`src/hdl/lane_op_pkg.sv`:
```
// Vector operation opcodes and lane datapath widths shared by the operand bus logic
`default_nettype none

package lane_op_pkg;

  //////////////////////////////
  // Datapath
  //////////////////////////////

  // Lane datapath width in bits
  localparam int unsigned ElenWidth = 64;

  // One element word on the lane bus
  typedef logic [ElenWidth-1:0] elen_t;

  //////////////////////////////
  // Opcodes
  //////////////////////////////

  // Reduction groups must stay contiguous, the decoder matches them as ranges
  typedef enum logic [4:0] {
    // Plain arithmetic, never uses the shared bus
    VADD       = 5'd0,
    VSUB       = 5'd1,
    VMUL       = 5'd2,
    // Slides
    VSLIDEUP   = 5'd3,
    VSLIDEDOWN = 5'd4,
    // Indexed memory operations
    VLXE       = 5'd5,
    VSXE       = 5'd6,
    // Integer reductions
    VREDSUM    = 5'd7,
    VREDAND    = 5'd8,
    VREDOR     = 5'd9,
    VWREDSUM   = 5'd10,
    // Floating-point reductions
    VFREDUSUM  = 5'd11,
    VFREDOSUM  = 5'd12,
    VFWREDUSUM = 5'd13,
    VFWREDOSUM = 5'd14
  } ara_op_e;

endpackage : lane_op_pkg

`default_nettype wire

```
`src/hdl/lane_bus_pkg.sv`:
```
// Bus selection types, order FIFO constants and stream structs of the lane operand bus
`default_nettype none

package lane_bus_pkg;

  //////////////////////////////
  // Order FIFO
  //////////////////////////////

  // Maximum number of pending bus users
  localparam int unsigned NrVInsn = 8;

  // Occupancy counter, counts 0 to NrVInsn inclusive
  localparam int unsigned OrderCntWidth = 4;

  //////////////////////////////
  // Bus users
  //////////////////////////////

  typedef enum logic [1:0] {
    SLDU_SEL    = 2'd0,
    ADDRGEN_SEL = 2'd1,
    ALU_RED_SEL = 2'd2,
    FPU_RED_SEL = 2'd3
  } bus_sel_e;

  //////////////////////////////
  // Structs
  //////////////////////////////

  // Operation issued to the lane FUs
  typedef struct packed {
    logic                valid;
    lane_op_pkg::ara_op_e op;
  } vfu_issue_t;

  // One beat of a data stream
  typedef struct packed {
    logic               valid;
    lane_op_pkg::elen_t data;
  } operand_stream_t;

  // Current owner of the bus, valid only when the FIFO holds an entry
  typedef struct packed {
    logic     valid;
    bus_sel_e sel;
  } bus_head_t;

endpackage : lane_bus_pkg

`default_nettype wire

```
`src/hdl/bus_insn_decoder.sv`:
```
// Issue register and classifier turning vector operations into operand bus selections
`timescale 1ns/10ps
`default_nettype none

module bus_insn_decoder (
  input  logic                   clk_i,
  input  logic                   reset_i,
  input  lane_bus_pkg::vfu_issue_t vfu_issue_i,
  output logic                   push_o,
  output lane_bus_pkg::bus_sel_e push_sel_o
);

  import lane_op_pkg::*;
  import lane_bus_pkg::*;

  //////////////////////////////
  // Issue register
  //////////////////////////////

  logic    issue_valid_q;
  ara_op_e issue_op_q;

  // Cuts the path from the sequencer to the FIFO
  always_ff @(posedge clk_i) begin
    if (reset_i) begin
      issue_valid_q <= 1'b0;
    end else begin
      issue_valid_q <= vfu_issue_i.valid;
    end
  end

  // Registered opcode
  always_ff @(posedge clk_i) begin
    issue_op_q <= vfu_issue_i.op;
  end

  //////////////////////////////
  // Classification
  //////////////////////////////

  always_comb begin
    push_o     = 1'b0;
    push_sel_o = SLDU_SEL;

    if (issue_valid_q) begin
      case (issue_op_q) inside
        VSLIDEUP, VSLIDEDOWN: begin
          push_o     = 1'b1;
          push_sel_o = SLDU_SEL;
        end
        VLXE, VSXE: begin
          push_o     = 1'b1;
          push_sel_o = ADDRGEN_SEL;
        end
        [VREDSUM:VWREDSUM]: begin
          push_o     = 1'b1;
          push_sel_o = ALU_RED_SEL;
        end
        [VFREDUSUM:VFWREDOSUM]: begin
          push_o     = 1'b1;
          push_sel_o = FPU_RED_SEL;
        end
        // Arithmetic ops never touch the shared bus
        default: begin
          push_o = 1'b0;
        end
      endcase
    end
  end

endmodule : bus_insn_decoder

`default_nettype wire

```
`src/hdl/bus_order_fifo.sv`:
```
// In-order FIFO of pending bus users, retired by the completion pulse of the head's kind
`timescale 1ns/10ps
`default_nettype none

module bus_order_fifo (
  input  logic                    clk_i,
  input  logic                    reset_i,
  input  logic                    flush_i,
  input  logic                    push_i,
  input  lane_bus_pkg::bus_sel_e  push_sel_i,
  input  logic                    cmd_pop_i,
  input  logic                    alu_red_done_i,
  input  logic                    fpu_red_done_i,
  output lane_bus_pkg::bus_head_t head_o
);

  import lane_bus_pkg::*;

  //////////////////////////////
  // Storage and pointers
  //////////////////////////////

  bus_sel_e                     sel_mem [NrVInsn];
  logic [$clog2(NrVInsn)-1:0]   rd_ptr_q;
  logic [$clog2(NrVInsn)-1:0]   wr_ptr_q;
  logic [OrderCntWidth-1:0]     count_q;

  logic     empty;
  logic     full;
  logic     head_done;
  logic     push_en;
  logic     pop_en;
  bus_sel_e head_sel;

  assign empty    = (count_q == '0);
  assign full     = (count_q == OrderCntWidth'(NrVInsn));
  assign head_sel = sel_mem[rd_ptr_q];

  //////////////////////////////
  // Retirement
  //////////////////////////////

  // Slides and address generation share the operand queue pop
  always_comb begin
    case (head_sel)
      SLDU_SEL:    head_done = cmd_pop_i;
      ADDRGEN_SEL: head_done = cmd_pop_i;
      ALU_RED_SEL: head_done = alu_red_done_i;
      FPU_RED_SEL: head_done = fpu_red_done_i;
      default:     head_done = 1'b0;
    endcase
  end

  assign pop_en  = !empty && head_done && !flush_i;
  // A push in the flush cycle is lost with the rest
  assign push_en = push_i && !full && !flush_i;

  always_ff @(posedge clk_i) begin
    if (push_en) begin
      sel_mem[wr_ptr_q] <= push_sel_i;
    end
  end

  always_ff @(posedge clk_i) begin
    if (reset_i || flush_i) begin
      rd_ptr_q <= '0;
      wr_ptr_q <= '0;
      count_q  <= '0;
    end else begin
      if (push_en) begin
        wr_ptr_q <= wr_ptr_q + 1'b1;
      end
      if (pop_en) begin
        rd_ptr_q <= rd_ptr_q + 1'b1;
      end
      count_q <= count_q + OrderCntWidth'(push_en) - OrderCntWidth'(pop_en);
    end
  end

  assign head_o.valid = !empty;
  assign head_o.sel   = head_sel;

  //////////////////////////////
  // Assertions
  //////////////////////////////

  // Decoder must never issue past the FIFO depth
  no_push_when_full: assert property (
    @(posedge clk_i) disable iff (reset_i)
    (full && !flush_i) |-> !push_i
  ) else $error("bus_order_fifo: push into full FIFO dropped");

  count_in_range: assert property (
    @(posedge clk_i) disable iff (reset_i)
    count_q <= OrderCntWidth'(NrVInsn)
  ) else $error("bus_order_fifo: occupancy above depth");

endmodule : bus_order_fifo

`default_nettype wire

```
`src/hdl/lane_operand_bus.sv`:
```
// Lane operand bus arbitration joining the issue decoder, order FIFO and stream router
`timescale 1ns/10ps
`default_nettype none

module lane_operand_bus (
  input  logic                          clk_i,
  input  logic                          reset_i,
  // Issued operations
  input  lane_bus_pkg::vfu_issue_t      vfu_issue_i,
  // Source streams
  input  lane_bus_pkg::operand_stream_t opq_operand_i,
  input  lane_bus_pkg::operand_stream_t alu_red_operand_i,
  input  lane_bus_pkg::operand_stream_t fpu_red_operand_i,
  // Sink readiness
  input  logic                          sldu_ready_i,
  input  logic                          addrgen_ready_i,
  // Completion and flush pulses
  input  logic                          cmd_pop_i,
  input  logic                          alu_red_done_i,
  input  logic                          fpu_red_done_i,
  input  logic                          flush_i,
  // Slide unit reduction side
  input  logic                          sldu_red_valid_i,
  input  logic                          opq_result_gnt_i,
  input  logic                          alu_red_ready_i,
  input  logic                          fpu_red_ready_i,
  // Routed outputs
  output lane_bus_pkg::operand_stream_t sldu_operand_o,
  output logic                          addrgen_valid_o,
  output logic                          opq_ready_o,
  output logic                          alu_red_gnt_o,
  output logic                          fpu_red_gnt_o,
  output logic                          sldu_alu_valid_o,
  output logic                          sldu_fpu_valid_o,
  output logic                          sldu_result_gnt_o
);

  import lane_bus_pkg::*;

  logic      push;
  bus_sel_e  push_sel;
  bus_head_t head;

  //////////////////////////////
  // Issue decode
  //////////////////////////////

  bus_insn_decoder u_decoder (
    .clk_i      (clk_i),
    .reset_i    (reset_i),
    .vfu_issue_i(vfu_issue_i),
    .push_o     (push),
    .push_sel_o (push_sel)
  );

  //////////////////////////////
  // Order FIFO
  //////////////////////////////

  bus_order_fifo u_order_fifo (
    .clk_i         (clk_i),
    .reset_i       (reset_i),
    .flush_i       (flush_i),
    .push_i        (push),
    .push_sel_i    (push_sel),
    .cmd_pop_i     (cmd_pop_i),
    .alu_red_done_i(alu_red_done_i),
    .fpu_red_done_i(fpu_red_done_i),
    .head_o        (head)
  );

  //////////////////////////////
  // Router
  //////////////////////////////

  operand_bus_router u_router (
    .head_i           (head),
    .opq_operand_i    (opq_operand_i),
    .alu_red_operand_i(alu_red_operand_i),
    .fpu_red_operand_i(fpu_red_operand_i),
    .sldu_ready_i     (sldu_ready_i),
    .addrgen_ready_i  (addrgen_ready_i),
    .sldu_red_valid_i (sldu_red_valid_i),
    .opq_result_gnt_i (opq_result_gnt_i),
    .alu_red_ready_i  (alu_red_ready_i),
    .fpu_red_ready_i  (fpu_red_ready_i),
    .sldu_operand_o   (sldu_operand_o),
    .addrgen_valid_o  (addrgen_valid_o),
    .opq_ready_o      (opq_ready_o),
    .alu_red_gnt_o    (alu_red_gnt_o),
    .fpu_red_gnt_o    (fpu_red_gnt_o),
    .sldu_alu_valid_o (sldu_alu_valid_o),
    .sldu_fpu_valid_o (sldu_fpu_valid_o),
    .sldu_result_gnt_o(sldu_result_gnt_o)
  );

endmodule : lane_operand_bus

`default_nettype wire

```
`src/hdl/operand_bus_router.sv`:
```
// Combinational router of the shared slide/address-generator bus driven by the FIFO head
`timescale 1ns/10ps
`default_nettype none

module operand_bus_router (
  input  lane_bus_pkg::bus_head_t       head_i,
  input  lane_bus_pkg::operand_stream_t opq_operand_i,
  input  lane_bus_pkg::operand_stream_t alu_red_operand_i,
  input  lane_bus_pkg::operand_stream_t fpu_red_operand_i,
  input  logic                          sldu_ready_i,
  input  logic                          addrgen_ready_i,
  input  logic                          sldu_red_valid_i,
  input  logic                          opq_result_gnt_i,
  input  logic                          alu_red_ready_i,
  input  logic                          fpu_red_ready_i,
  output lane_bus_pkg::operand_stream_t sldu_operand_o,
  output logic                          addrgen_valid_o,
  output logic                          opq_ready_o,
  output logic                          alu_red_gnt_o,
  output logic                          fpu_red_gnt_o,
  output logic                          sldu_alu_valid_o,
  output logic                          sldu_fpu_valid_o,
  output logic                          sldu_result_gnt_o
);

  import lane_op_pkg::*;
  import lane_bus_pkg::*;

  //////////////////////////////
  // Stream mux
  //////////////////////////////

  elen_t bus_data;
  logic  bus_valid;

  // Everything stays quiet while no user owns the bus
  always_comb begin
    bus_data          = opq_operand_i.data;
    bus_valid         = 1'b0;
    addrgen_valid_o   = 1'b0;
    opq_ready_o       = 1'b0;
    alu_red_gnt_o     = 1'b0;
    fpu_red_gnt_o     = 1'b0;
    sldu_alu_valid_o  = 1'b0;
    sldu_fpu_valid_o  = 1'b0;
    sldu_result_gnt_o = 1'b0;

    if (head_i.valid) begin
      case (head_i.sel)
        SLDU_SEL: begin
          bus_valid         = opq_operand_i.valid;
          opq_ready_o       = sldu_ready_i;
          sldu_result_gnt_o = opq_result_gnt_i;
        end
        // Same data lines, but the valid goes to the address generator
        ADDRGEN_SEL: begin
          addrgen_valid_o = opq_operand_i.valid;
          opq_ready_o     = addrgen_ready_i;
        end
        ALU_RED_SEL: begin
          bus_data          = alu_red_operand_i.data;
          bus_valid         = alu_red_operand_i.valid;
          alu_red_gnt_o     = sldu_ready_i;
          sldu_alu_valid_o  = sldu_red_valid_i;
          sldu_result_gnt_o = alu_red_ready_i;
        end
        FPU_RED_SEL: begin
          bus_data          = fpu_red_operand_i.data;
          bus_valid         = fpu_red_operand_i.valid;
          fpu_red_gnt_o     = sldu_ready_i;
          sldu_fpu_valid_o  = sldu_red_valid_i;
          sldu_result_gnt_o = fpu_red_ready_i;
        end
        default: begin
          bus_valid = 1'b0;
        end
      endcase
    end
  end

  assign sldu_operand_o.valid = bus_valid;
  assign sldu_operand_o.data  = bus_data;

  //////////////////////////////
  // Assertions
  //////////////////////////////

  // Only one source may see a grant on the shared bus
  grant_onehot: assert final ($onehot0({opq_ready_o, alu_red_gnt_o, fpu_red_gnt_o}))
    else $error("operand_bus_router: more than one source granted");

endmodule : operand_bus_router

`default_nettype wire

```
`config.mk`:
```
export PLATFORM = sky130hd
export DESIGN_NAME = lane_operand_bus
export DESIGN_NICKNAME = d
export VERILOG_FILES = /design/src/hdl/lane_op_pkg.sv /design/src/hdl/lane_bus_pkg.sv /design/src/hdl/bus_insn_decoder.sv /design/src/hdl/bus_order_fifo.sv /design/src/hdl/lane_operand_bus.sv /design/src/hdl/operand_bus_router.sv
export SDC_FILE = /design/constraint.sdc
export NUM_CORES = 1
export LEC_CHECK = 0
export BUFFER_PORTS_ARGS = -buffer_cell sky130_fd_sc_hd__buf_2
export CORE_AREA = 5 5 108 110
export DETAILED_ROUTE_END_ITERATION = 8
export DIE_AREA = 0 0 113 115
export PLACE_DENSITY = 0.69
export REMOVE_ABC_BUFFERS = 1
export SLEW_MARGIN = 15
export SYNTH_ARGS = -nofsm -noshare
export SYNTH_HDL_FRONTEND = slang
export SYNTH_HIERARCHICAL = 1
export SYNTH_SLANG_ARGS = --single-unit
```
`constraint.sdc`:
```
create_clock -name clk_i -period 3.09 [get_ports clk_i]
set_input_delay 0.309 -clock clk_i [delete_from_list [all_inputs] [get_ports clk_i]]
set_output_delay 0.309 -clock clk_i [all_outputs]
set_load 0.1 [all_outputs]
```
==> impl_metrics.ini, run 1 <==
[run_status]
status = completed

[place]
detailedPlacementHpwl_um = 14860
routabilityCongestion = 0.9690
port-buffer-count = 284
dpl-instance-area_sq_mm = 0.005821
post-place-ws_ns = 0.1421

[layout]
syn_to_final_growth_pct = 75.60
postLayoutCoreUtil = 0.5589
finalNetCount = 853
final_standard_cell_area_without_fillers_sq_mm = 0.005926
drive_gt1_frac = 0.5624
layout.cells.most_common_list = sky130_fd_sc_hd__buf_2, sky130_fd_sc_hd__a21oi_1, sky130_fd_sc_hd__mux2i_1
layout_commonest_cell = sky130_fd_sc_hd__buf_2

[global_routing]
grt_overflow = 0
grt_pass1_vias = 3938
grtUsageTotal = 0.2534
grt_first_pass_wirelength_um = 24580
antenna_violations_before_repair = 4
grt_max_degree = 70

[synthesis]
seq_area_frac_synth = 0.2551
synthArstFlopShare = 0
syn_inst = 365
synth_seq_cells = 35
synth_area_per_cell_sq_um = 9.245
count_of_cell_types_in_the_netlist = 41
yosys_warnings = 6
synth-edff-count = 16
mappedNetlistArea_sq_mm = 0.003374
synthFlopType = sky130_fd_sc_hd__dfxtp_1

[hold_path]
min_from = vfu_issue_i[1]
holdPathEnd = u_decoder/issue_op_q[1]$_DFF_P_
hold-path-cell-count = 1
holdCritPathClass = input port to register

[worst_setup_path]
critical_path_depth = 6
timing.critical_path.max_delay_family = multiplexers
timing_worst_setup_path_type = register to output pin
crit_buf_inv = 2
worst-path-max-fanout = 28
timing.critical_path.to_type = output pin
worst_reg_to_reg_path_cell_count = 9
worstPathArrival_ns = 2.68
startpoint_type = register
critPathRequiredTime_ns = 2.78
critPathMaxStageDelay_ns = 0.52
timing.rr.end = u_order_fifo/count_q[2]$_SDFF_PP0_
cpMaxStageDelayCell = sky130_fd_sc_hd__mux4_2
crit_path_cell_chain = mux4_2, mux2_4, and2_4, buf_4, a21oi_1, buf_12
r2r_slack_ns = 0.26

[drt]
drc_markers = 0
detail_route.wirelength_um = 17780
detail_route.first_pass.iterations = 6
dr_total_vias = 3916
post_drt_via_cell_ratio = 5.059
final_antenna_net_count = 0
drt-wirelength-per-cell_um = 22.97
initial_drc_count = 371

[clocking]
cts_sinks = 35
clock_path_buffers = 2
ctsHtreeMaxLevel = 2
cts_post_setup_buffers_inserted = 0
cts_tree = done
cts-root-buf = sky130_fd_sc_hd__clkbuf_8
cts_inserted_buffers = 5
clkLatencyLatePin_ns = 0.29
clkSlewWorstSetupHoldPaths_ns = 0.07

[sta]
worst_slack_ns = 0.1026
hold_viol = 0
timing.max_slew.rel_slack = 0.5301
finClkSkew_ns = 0.006081
rsz0062_at_grt = false
tightestPinTransition_ns = 0.7048
timing.final.crit_period_ns = 2.987
timing.final.crit_share = 0.9668
setup_viol = 0
final-max-slew-violation-count = 0
totalNegativeSetupSlack_ns = 0
maxClockFrequency_mhz = 334.7

[power_and_ir_drop]
cellLeakagePower_uw = 0.002798
power.total_uw = 1998
max-vdd-ir-drop_v = 0.0002744
p_per_cell_area_mw_per_mm2 = 337.2

[flow_run]
max_cap_violations = 0

[die]
start_util = 0.3183
floorplan.die_area_sq_mm = 0.01300
io-pin-count = 285
coreArea_sq_mm = 0.01060
die_height_um = 115
placement_rows = 38
die_x_um = 113
synthesized netlist by cell type, types with 4 or more instances:
master	number	share of area
sky130_fd_sc_hd__mux2i_1	76	0.23
sky130_fd_sc_hd__buf_4	4	0.0089
sky130_fd_sc_hd__dfxtp_1	19	0.11
sky130_fd_sc_hd__nand2_1	9	0.010
sky130_fd_sc_hd__buf_6	14	0.047
sky130_fd_sc_hd__inv_1	7	0.0078
sky130_fd_sc_hd__xnor2_1	4	0.010
sky130_fd_sc_hd__a21oi_1	91	0.13
sky130_fd_sc_hd__ha_1	7	0.026
sky130_fd_sc_hd__clkbuf_1	11	0.012
sky130_fd_sc_hd__edfxtp_1	16	0.14
sky130_fd_sc_hd__buf_2	5	0.0074
sky130_fd_sc_hd__nor2_1	17	0.019
sky130_fd_sc_hd__a21oi_2	40	0.10
power breakdown:
group / switching (uW) / internal (uW)
combinational: 760 / 418
sequential: 4.70 / 488
clock: 171 / 157
total: 936 / 1060
worst max path at each step:
stage,start,to,slack (ns)
global route,register,sldu_operand_o[21],0.02
detailed placement,register,sldu_operand_o[21],0.14
CTS,register,sldu_operand_o[21],0.08
floorplan,register,opq_ready_o,-2.74
finish,register,sldu_operand_o[21],0.10
global placement,register,u_order_fifo/count_q[2]$_SDFF_PP0_,0.22
final cells by class:
class | count | area (sq um)
clock buffers | 5 | 68.82
well taps | 140 | 175.2
inverters | 7 | 28.78
repair buffers | 293 | 2520
diodes | 1 | 2.502
multi-input cells | 290 | 2248
clock inverters | 3 | 20.02
fillers | 943 | 4677
flip-flops and latches | 35 | 862.1
kinds of logic after synthesis:
kind of cell	share of synthesized area
adder cells (fa/ha/maj)	0.03189
flip-flops	0.2551
AND/OR/NAND/NOR	0.07378
XOR/XNOR	0.01557
multiplexers	0.2677
AO/OA/AOI/OAI	0.2729
buffers and inverters	0.08306
stage by stage:
stage / hold slack, ns / cells
floorplan: 0.3367 / 331
global placement: 0.4127 / 764
detailed placement: 0.4126 / 764
CTS: 0.1025 / 773
global route: 0.1001 / 774
finish: 0.1154 / 774
flip-flops by register name, indices dropped and copies added, names as in the netlist, named ones only:
register,flops
u_order_fifo/sel_mem,16
u_order_fifo/count_q,4
u_order_fifo/wr_ptr_q,3
u_decoder/issue_op_q,5
u_order_fifo/rd_ptr_q,3
u_decoder/issue_valid_q,1
repair_timing:
action	CTS	global route
hold buffers	0	0
gates resized for setup	3	0
setup endpoints to repair	19	0
per-layer routing:
| layer | GRT usage | share of wire | vias to the layer above |
|---|---|---|---|
| met3 | 0.1432 | 0.15 | 16 |
| met5 | 0 | 0.0023 | - |
| met4 | 0.03205 | 0.0084 | 6 |
| met1 | 0.3320 | 0.40 | 1798 |
| met2 | 0.3760 | 0.44 | 220 |
| li1 | - | - | 1876 |
Note: power is estimated with default switching activity, not from simulation.
==> run 2: changes to the inputs <==
--- a/config.mk
+++ b/config.mk
@@ -6,13 +6,12 @@
 export NUM_CORES = 1
 export LEC_CHECK = 0
 export BUFFER_PORTS_ARGS = -buffer_cell sky130_fd_sc_hd__buf_2
-export CORE_AREA = 5 5 108 110
+export CORE_AREA = 5 5 107 109
 export DETAILED_ROUTE_END_ITERATION = 8
-export DIE_AREA = 0 0 113 115
-export PLACE_DENSITY = 0.69
+export DIE_AREA = 0 0 112 114
+export PLACE_DENSITY = 0.68
 export REMOVE_ABC_BUFFERS = 1
 export SLEW_MARGIN = 15
 export SYNTH_ARGS = -nofsm -noshare
 export SYNTH_HDL_FRONTEND = slang
-export SYNTH_HIERARCHICAL = 1
 export SYNTH_SLANG_ARGS = --single-unit
==> impl_metrics.ini, run 2 <==
[worst_setup_path]
worst_reg_to_reg_path_cell_count = 11
timing.rr.end = u_order_fifo.count_q[2]$_SDFF_PP0_
r2r_slack_ns = 0.21
critPathRequiredTime_ns = 2.78
worstPathArrival_ns = 2.66
worst-path-max-fanout = 36
timing_worst_setup_path_type = register to output pin
timing.critical_path.to_type = output pin
startpoint_type = register

[layout]
layout.cells.most_common_list = sky130_fd_sc_hd__buf_2, sky130_fd_sc_hd__mux2i_1, sky130_fd_sc_hd__nor2_1
largest_reg_flops = 16
final_standard_cell_area_without_fillers_sq_mm = 0.005723
finalNetCount = 856
multi_input_comb_area_sq_mm = 0.002100
seqCellArea_sq_um = 862.1
reg.largest.list = u_order_fifo.sel_mem: 16 flops, u_decoder.issue_op_q: 5 flops, u_order_fifo.count_q: 4 flops
syn_to_final_growth_pct = 81.65
drive_gt1_frac = 0.5575
layoutNonFillerInstCount = 776
nFillCells = 940
postLayoutCoreUtil = 0.5447
regMostFlops = u_order_fifo.sel_mem
layout_commonest_cell = sky130_fd_sc_hd__buf_2

[clocking]
clkSlewWorstSetupHoldPaths_ns = 0.08
post_cts_hold_buffer_count = 0
clkLatencyLatePin_ns = 0.29
clock_path_buffers = 2
cts-root-buf = sky130_fd_sc_hd__clkbuf_8
cts_tree = done
ctsHtreeMaxLevel = 2
cts_sinks = 35
cts_inserted_buffers = 5

[synthesis]
mappedNetlistArea_sq_mm = 0.003151
synthArstFlopShare = 0
synth.cells.most_frequent = sky130_fd_sc_hd__mux2i_1, sky130_fd_sc_hd__nor2_1, sky130_fd_sc_hd__a21oi_1
synth-edff-count = 16
syn_inst = 357
seq_area_frac_synth = 0.2732
count_of_cell_types_in_the_netlist = 38
yosysTopAreaCellShare = 0.2478
synth_area_per_cell_sq_um = 8.825
yosys_warnings = 0
yosysMostFrequentCell = sky130_fd_sc_hd__mux2i_1
synth.area.top_cells = sky130_fd_sc_hd__mux2i_1, sky130_fd_sc_hd__edfxtp_1, sky130_fd_sc_hd__dfxtp_1, sky130_fd_sc_hd__nor2_1, sky130_fd_sc_hd__a21oi_2
synth_largest_area_cell = sky130_fd_sc_hd__mux2i_1
synth_seq_cells = 35
synthFlopType = sky130_fd_sc_hd__dfxtp_1

[sta]
hold_viol = 0
final-max-slew-violation-count = 0
setup_viol = 0
tightestPinTransition_ns = 0.7091
maxClockFrequency_mhz = 337.3
totalNegativeSetupSlack_ns = 0
timing.final.crit_period_ns = 2.965
holdWs_ns = 0.1093
finClkSkew_ns = 0.005525
rsz0062_at_grt = false
timing.final.crit_share = 0.9595
timing.max_slew.rel_slack = 0.5245

[drt]
drt-wirelength-per-cell_um = 17.27
detail_route.wirelength_um = 13410
post_drt_via_cell_ratio = 4.735
detail_route.first_pass.iterations = 6
initial_drc_count = 161
final_antenna_net_count = 0
dr_total_vias = 3674
drc_markers = 0

[die]
die_height_um = 114
start_util = 0.2998
io-pin-count = 285
floorplan.die_area_sq_mm = 0.01277
die_x_um = 112
coreArea_sq_mm = 0.01051
placement_rows = 38

[hold_path]
holdPathEnd = u_decoder.issue_op_q[0]$_DFF_P_
hold-path-cell-count = 1
holdCritPathClass = input port to register
min_from = vfu_issue_i[0]

[place]
dpl-instance-area_sq_mm = 0.005559
port-buffer-count = 284
routabilityCongestion = 0.9366
detailedPlacementHpwl_um = 11230
post-place-cells = 763

[global_routing]
grt_pass1_vias = 3594
grt_overflow = 0
grtUsageTotal = 0.1926
antenna_violations_before_repair = 1
grt_max_degree = 60
grt_first_pass_wirelength_um = 19710

[power_and_ir_drop]
p_per_cell_area_mw_per_mm2 = 385.9
max-vdd-ir-drop_v = 0.0002968
cellLeakagePower_uw = 0.002586

[flow_run]
max_cap_violations = 0

[run_status]
status = completed
run 2: cell types whose count changed after synthesis, moves of 3 or more:
cell	delta
sky130_fd_sc_hd__clkbuf_1	-4
sky130_fd_sc_hd__a21oi_2	-15
sky130_fd_sc_hd__nor2_1	+54
sky130_fd_sc_hd__buf_6	-4
sky130_fd_sc_hd__a21oi_1	-50
sky130_fd_sc_hd__nand2_1	+3
sky130_fd_sc_hd__nor2_2	+14
sky130_fd_sc_hd__buf_4	-3
run 2: final cells by class:
type                       count  share of cell area
sequential                    35              0.1506
multi-input combinational    290              0.3669
antenna                        1           0.0004373
inverter                       8            0.005247
clock buffer                   5             0.01202
clock inverter                 3            0.008089
tap                          140             0.03061
timing repair buffer         294              0.4261
run 2: cell families after synthesis:
family	after synthesis	synth area share
AO/OA/AOI/OAI	72	0.1517
buffers and inverters	33	0.06712
multiplexers	84	0.2812
flip-flops	35	0.2732
XOR/XNOR	6	0.01668
AND/OR/NAND/NOR	118	0.1720
adder cells (fa/ha/maj)	9	0.03813
run 2: worst max-delay path, cell delays in order, from the launching register on:
cell	delay [ns]
sky130_fd_sc_hd__dfxtp_2	0.43
sky130_fd_sc_hd__mux4_2	0.52
sky130_fd_sc_hd__mux2_4	0.35
sky130_fd_sc_hd__a21boi_4	0.21
sky130_fd_sc_hd__buf_4	0.18
sky130_fd_sc_hd__buf_12	0.16
sky130_fd_sc_hd__a21oi_1	0.28
sky130_fd_sc_hd__buf_12	0.22
run 2: per-stage QoR:
| stage | worst slack [ns] | total power, uW |
|---|---|---|
| finish | 0.1250 | 2209 |
| global route | 0.02129 | 2277 |
| CTS | 0.01635 | 2217 |
| detailed placement | 0.1329 | 1795 |
| global placement | 0.2640 | 1783 |
| floorplan | -2.305 | 1274 |
run 2: power by group:
part           internal (uW)  switching (uW)
logic                    449             846
registers                488            6.12
clock network            243             177
total                   1180            1030
run 2: worst max path at each step:
stage	from	to	slack, ns	cells after the start
finish	register	sldu_operand_o[33]	0.13	7
global route	u_order_fifo.count_q[2]$_SDFF_PP0_	u_order_fifo.count_q[2]$_SDFF_PP0_	0.02	13
CTS	register	sldu_operand_o[18]	0.02	7
detailed placement	register	u_order_fifo.count_q[2]$_SDFF_PP0_	0.13	11
global placement	register	u_order_fifo.count_q[2]$_SDFF_PP0_	0.26	11
floorplan	register	addrgen_valid_o	-2.30	3
run 2: repair_timing:
| item | CTS | global route |
|---|---|---|
| resized for setup | 2 | 2 |
| cloned | 1 | 0 |
| endpoints found under the setup margin | 50 | 20 |
| setup buffers | 0 | 3 |
run 2: layer usage:
| metal | up-vias | GRT usage | part of all wire |
|---|---|---|---|
| met2 | 159 | 0.3493 | 0.52 |
| met5 | - | 0 | 0 |
| met4 | 0 | 0.05609 | 0.029 |
| li1 | 1808 | - | - |
| met3 | 27 | 0.04881 | 0.079 |
| met1 | 1680 | 0.2247 | 0.38 |
==> run 3: changes to the inputs <==
--- a/config.mk
+++ b/config.mk
@@ -6,10 +6,13 @@
 export NUM_CORES = 1
 export LEC_CHECK = 0
 export BUFFER_PORTS_ARGS = -buffer_cell sky130_fd_sc_hd__buf_2
-export CORE_AREA = 5 5 107 109
+export CELL_PAD_IN_SITES_DETAIL_PLACEMENT = 1
+export CELL_PAD_IN_SITES_GLOBAL_PLACEMENT = 2
+export CORE_MARGIN = 5
+export CORE_UTILIZATION = 21
+export CTS_BUF_LIST = sky130_fd_sc_hd__clkbuf_2
 export DETAILED_ROUTE_END_ITERATION = 8
-export DIE_AREA = 0 0 112 114
-export PLACE_DENSITY = 0.68
+export PLACE_DENSITY_LB_ADDON = 0.1
 export REMOVE_ABC_BUFFERS = 1
 export SLEW_MARGIN = 15
 export SYNTH_ARGS = -nofsm -noshare
==> constraint.sdc (replaced) <==
create_clock -name clk_i -period 3.5 [get_ports clk_i]
set_input_delay 0.35 -clock clk_i [delete_from_list [all_inputs] [get_ports clk_i]]
set_output_delay 0.35 -clock clk_i [all_outputs]
set_load 0.1 [all_outputs]
==> impl_metrics.ini, run 3 (synthesis gave the netlist of run 2 again) <==
[layout]
seqCellArea_sq_um = 862.1
nFillCells = 1792
layout_commonest_cell = sky130_fd_sc_hd__buf_2
finalNetCount = 854
layout.cells.most_common_list = sky130_fd_sc_hd__buf_2, sky130_fd_sc_hd__mux2i_1, sky130_fd_sc_hd__nor2_1
multi_input_comb_area_sq_mm = 0.002092
reg.largest.list = u_order_fifo.sel_mem: 16 flops, u_decoder.issue_op_q: 5 flops, u_order_fifo.count_q: 4 flops
syn_to_final_growth_pct = 65.21
largest_reg_flops = 16
regMostFlops = u_order_fifo.sel_mem
drive_gt1_frac = 0.5498

[sta]
setup_viol = 0
tightestPinTransition_ns = 0.7835
holdWs_ns = 0.06807
rsz0062_at_grt = false
finClkSkew_ns = 0.01541
maxClockFrequency_mhz = 313.2
timing.final.crit_period_ns = 3.193
hold_viol = 0
timing.max_slew.rel_slack = 0.4734
timing.final.crit_share = 0.9123
final-max-slew-violation-count = 0

[global_routing]
grt_overflow = 0
antenna_violations_before_repair = 14
grt_pass1_vias = 3687
grt_max_degree = 53
grtUsageTotal = 0.1778
grt_first_pass_wirelength_um = 24090

[worst_setup_path]
cpMaxStageDelayCell = sky130_fd_sc_hd__mux4_2
crit_buf_inv = 3
startpoint_type = register
timing.rr.end = u_order_fifo.count_q[2]$_SDFF_PP0_
crit_top_cell = sky130_fd_sc_hd__buf_4
critPathRequiredTime_ns = 3.15
worstPathArrival_ns = 2.84
timing.critical_path.to_type = output pin
critPathMaxStageDelay_ns = 0.54
worst_reg_to_reg_path_cell_count = 11
r2r_slack_ns = 0.58
worst-path-max-fanout = 17
timing_worst_setup_path_type = register to output pin
crit_path_cell_chain = mux4_2, mux2_4, a21boi_4, buf_4, buf_4, a21oi_1, buf_12
critical_path_depth = 7
timing.critical_path.max_delay_family = multiplexers

[power_and_ir_drop]
power.total_uw = 1657
p_switching_uw = 872.8
cellInternalPower_uw = 784.0
p_per_cell_area_mw_per_mm2 = 318.3
max-vdd-ir-drop_v = 0.0002081
power_frac_comb = 0.625
power_frac_seq = 0.263
clock_power_share = 0.112
cellLeakagePower_uw = 0.002380
power.share.switching = 0.5268

[die]
floorplan.die_area_sq_mm = 0.01755
start_util = 0.2151
io-pin-count = 285
die_height_um = 132.5
coreArea_sq_mm = 0.01464
placement_rows = 44
die_x_um = 132.5

[place]
port-buffer-count = 284
routabilityCongestion = 0.8568
detailedPlacementHpwl_um = 14360

[flow_run]
max_cap_violations = 0

[clocking]
cts_tree = done
cts-root-buf = sky130_fd_sc_hd__clkbuf_2
clock_path_buffers = 2
ctsHtreeMaxLevel = 2
cts_sinks = 35
clkLatencyLatePin_ns = 0.37
clkSlewWorstSetupHoldPaths_ns = 0.19
cts_inserted_buffers = 5

[drt]
post_drt_via_cell_ratio = 4.491
drt-wirelength-per-cell_um = 20.24
dr_total_vias = 3687
detail_route.wirelength_um = 16610
detail_route.first_pass.iterations = 4
drc_markers = 0
initial_drc_count = 108
final_antenna_net_count = 0

[hold_path]
holdPathEnd = u_decoder.issue_op_q[2]$_DFF_P_
holdCritPathClass = input port to register
hold-path-cell-count = 1
min_from = vfu_issue_i[2]

[run_status]
status = completed
## run 3: worst reg2reg max path, delay by kind of cell (launching register included)
kind            cells  cell delay [ns]
mux                 2             0.89
fa+ha+maj           3             0.84
flops               1             0.47
compound gates      2             0.31
xor+xnor            1             0.15
buf+inv             2             0.12
simple gates        1             0.05
## run 3: worst max path at each step
stage | startpoint | to | slack (ns)
final | register | sldu_operand_o[34] | 0.31
after global routing | register | sldu_operand_o[34] | 0.11
after detailed placement | register | u_order_fifo.count_q[2]$_SDFF_PP0_ | 0.47
after CTS | register | sldu_operand_o[1] | 0.01
after global placement | register | sldu_operand_o[1] | 0.56
after floorplan | register | addrgen_valid_o | -1.94
## run 3: cell type report
class                      instances  share of cell area
multi-input combinational        290              0.4019
timing repair buffer             292              0.3719
antenna                            4            0.001923
inverter                           8            0.005769
clock buffer                       5            0.004808
clock inverter                     3            0.003846
sequential                        35              0.1656
tap                              184             0.04423
## run 3: metrics by stage
stage / setup WS [ns] / setup TNS (ns) / utilization / cell area [sq um] / std cells
3_3_place_gp: 0.5617 / 0 / 0.3492 / 5114 / 806
3_5_place_dp: 0.4741 / 0 / 0.3492 / 5114 / 806
4_1_cts: 0.01332 / 0 / 0.3523 / 5159 / 814
6_report: 0.3070 / 0 / 0.3554 / 5205 / 821
2_1_floorplan: -1.936 / -83.90 / - / 2969 / 332
5_1_grt: 0.1098 / 0 / 0.3553 / 5202 / 820
## run 3: repair_timing
action	CTS	global route
buffers inserted	0	0
setup endpoints to repair	0	63
endpoints found under the hold margin	0	2
gates resized for setup	0	2
hold buffers	0	2
## run 3: routing by layer
| layer | GRT usage | wire (um) |
|---|---|---|
| met1 | 0.1905 | 6243 |
| met2 | 0.3273 | 8560 |
| met3 | 0.06910 | 1378 |
| met4 | 0.04446 | 288 |
| met5 | 0 | 142 |
## run 3: power groups by stage
stage | registers (uW) | logic [uW] | clock network (uW)
3_5_place_dp | 445 | 1040 | 0
4_1_cts | 437 | 1040 | 197
6_report | 437 | 1030 | 185
3_3_place_gp | 445 | 1030 | 0
2_1_floorplan | 444 | 681 | 0
5_1_grt | 438 | 1080 | 217
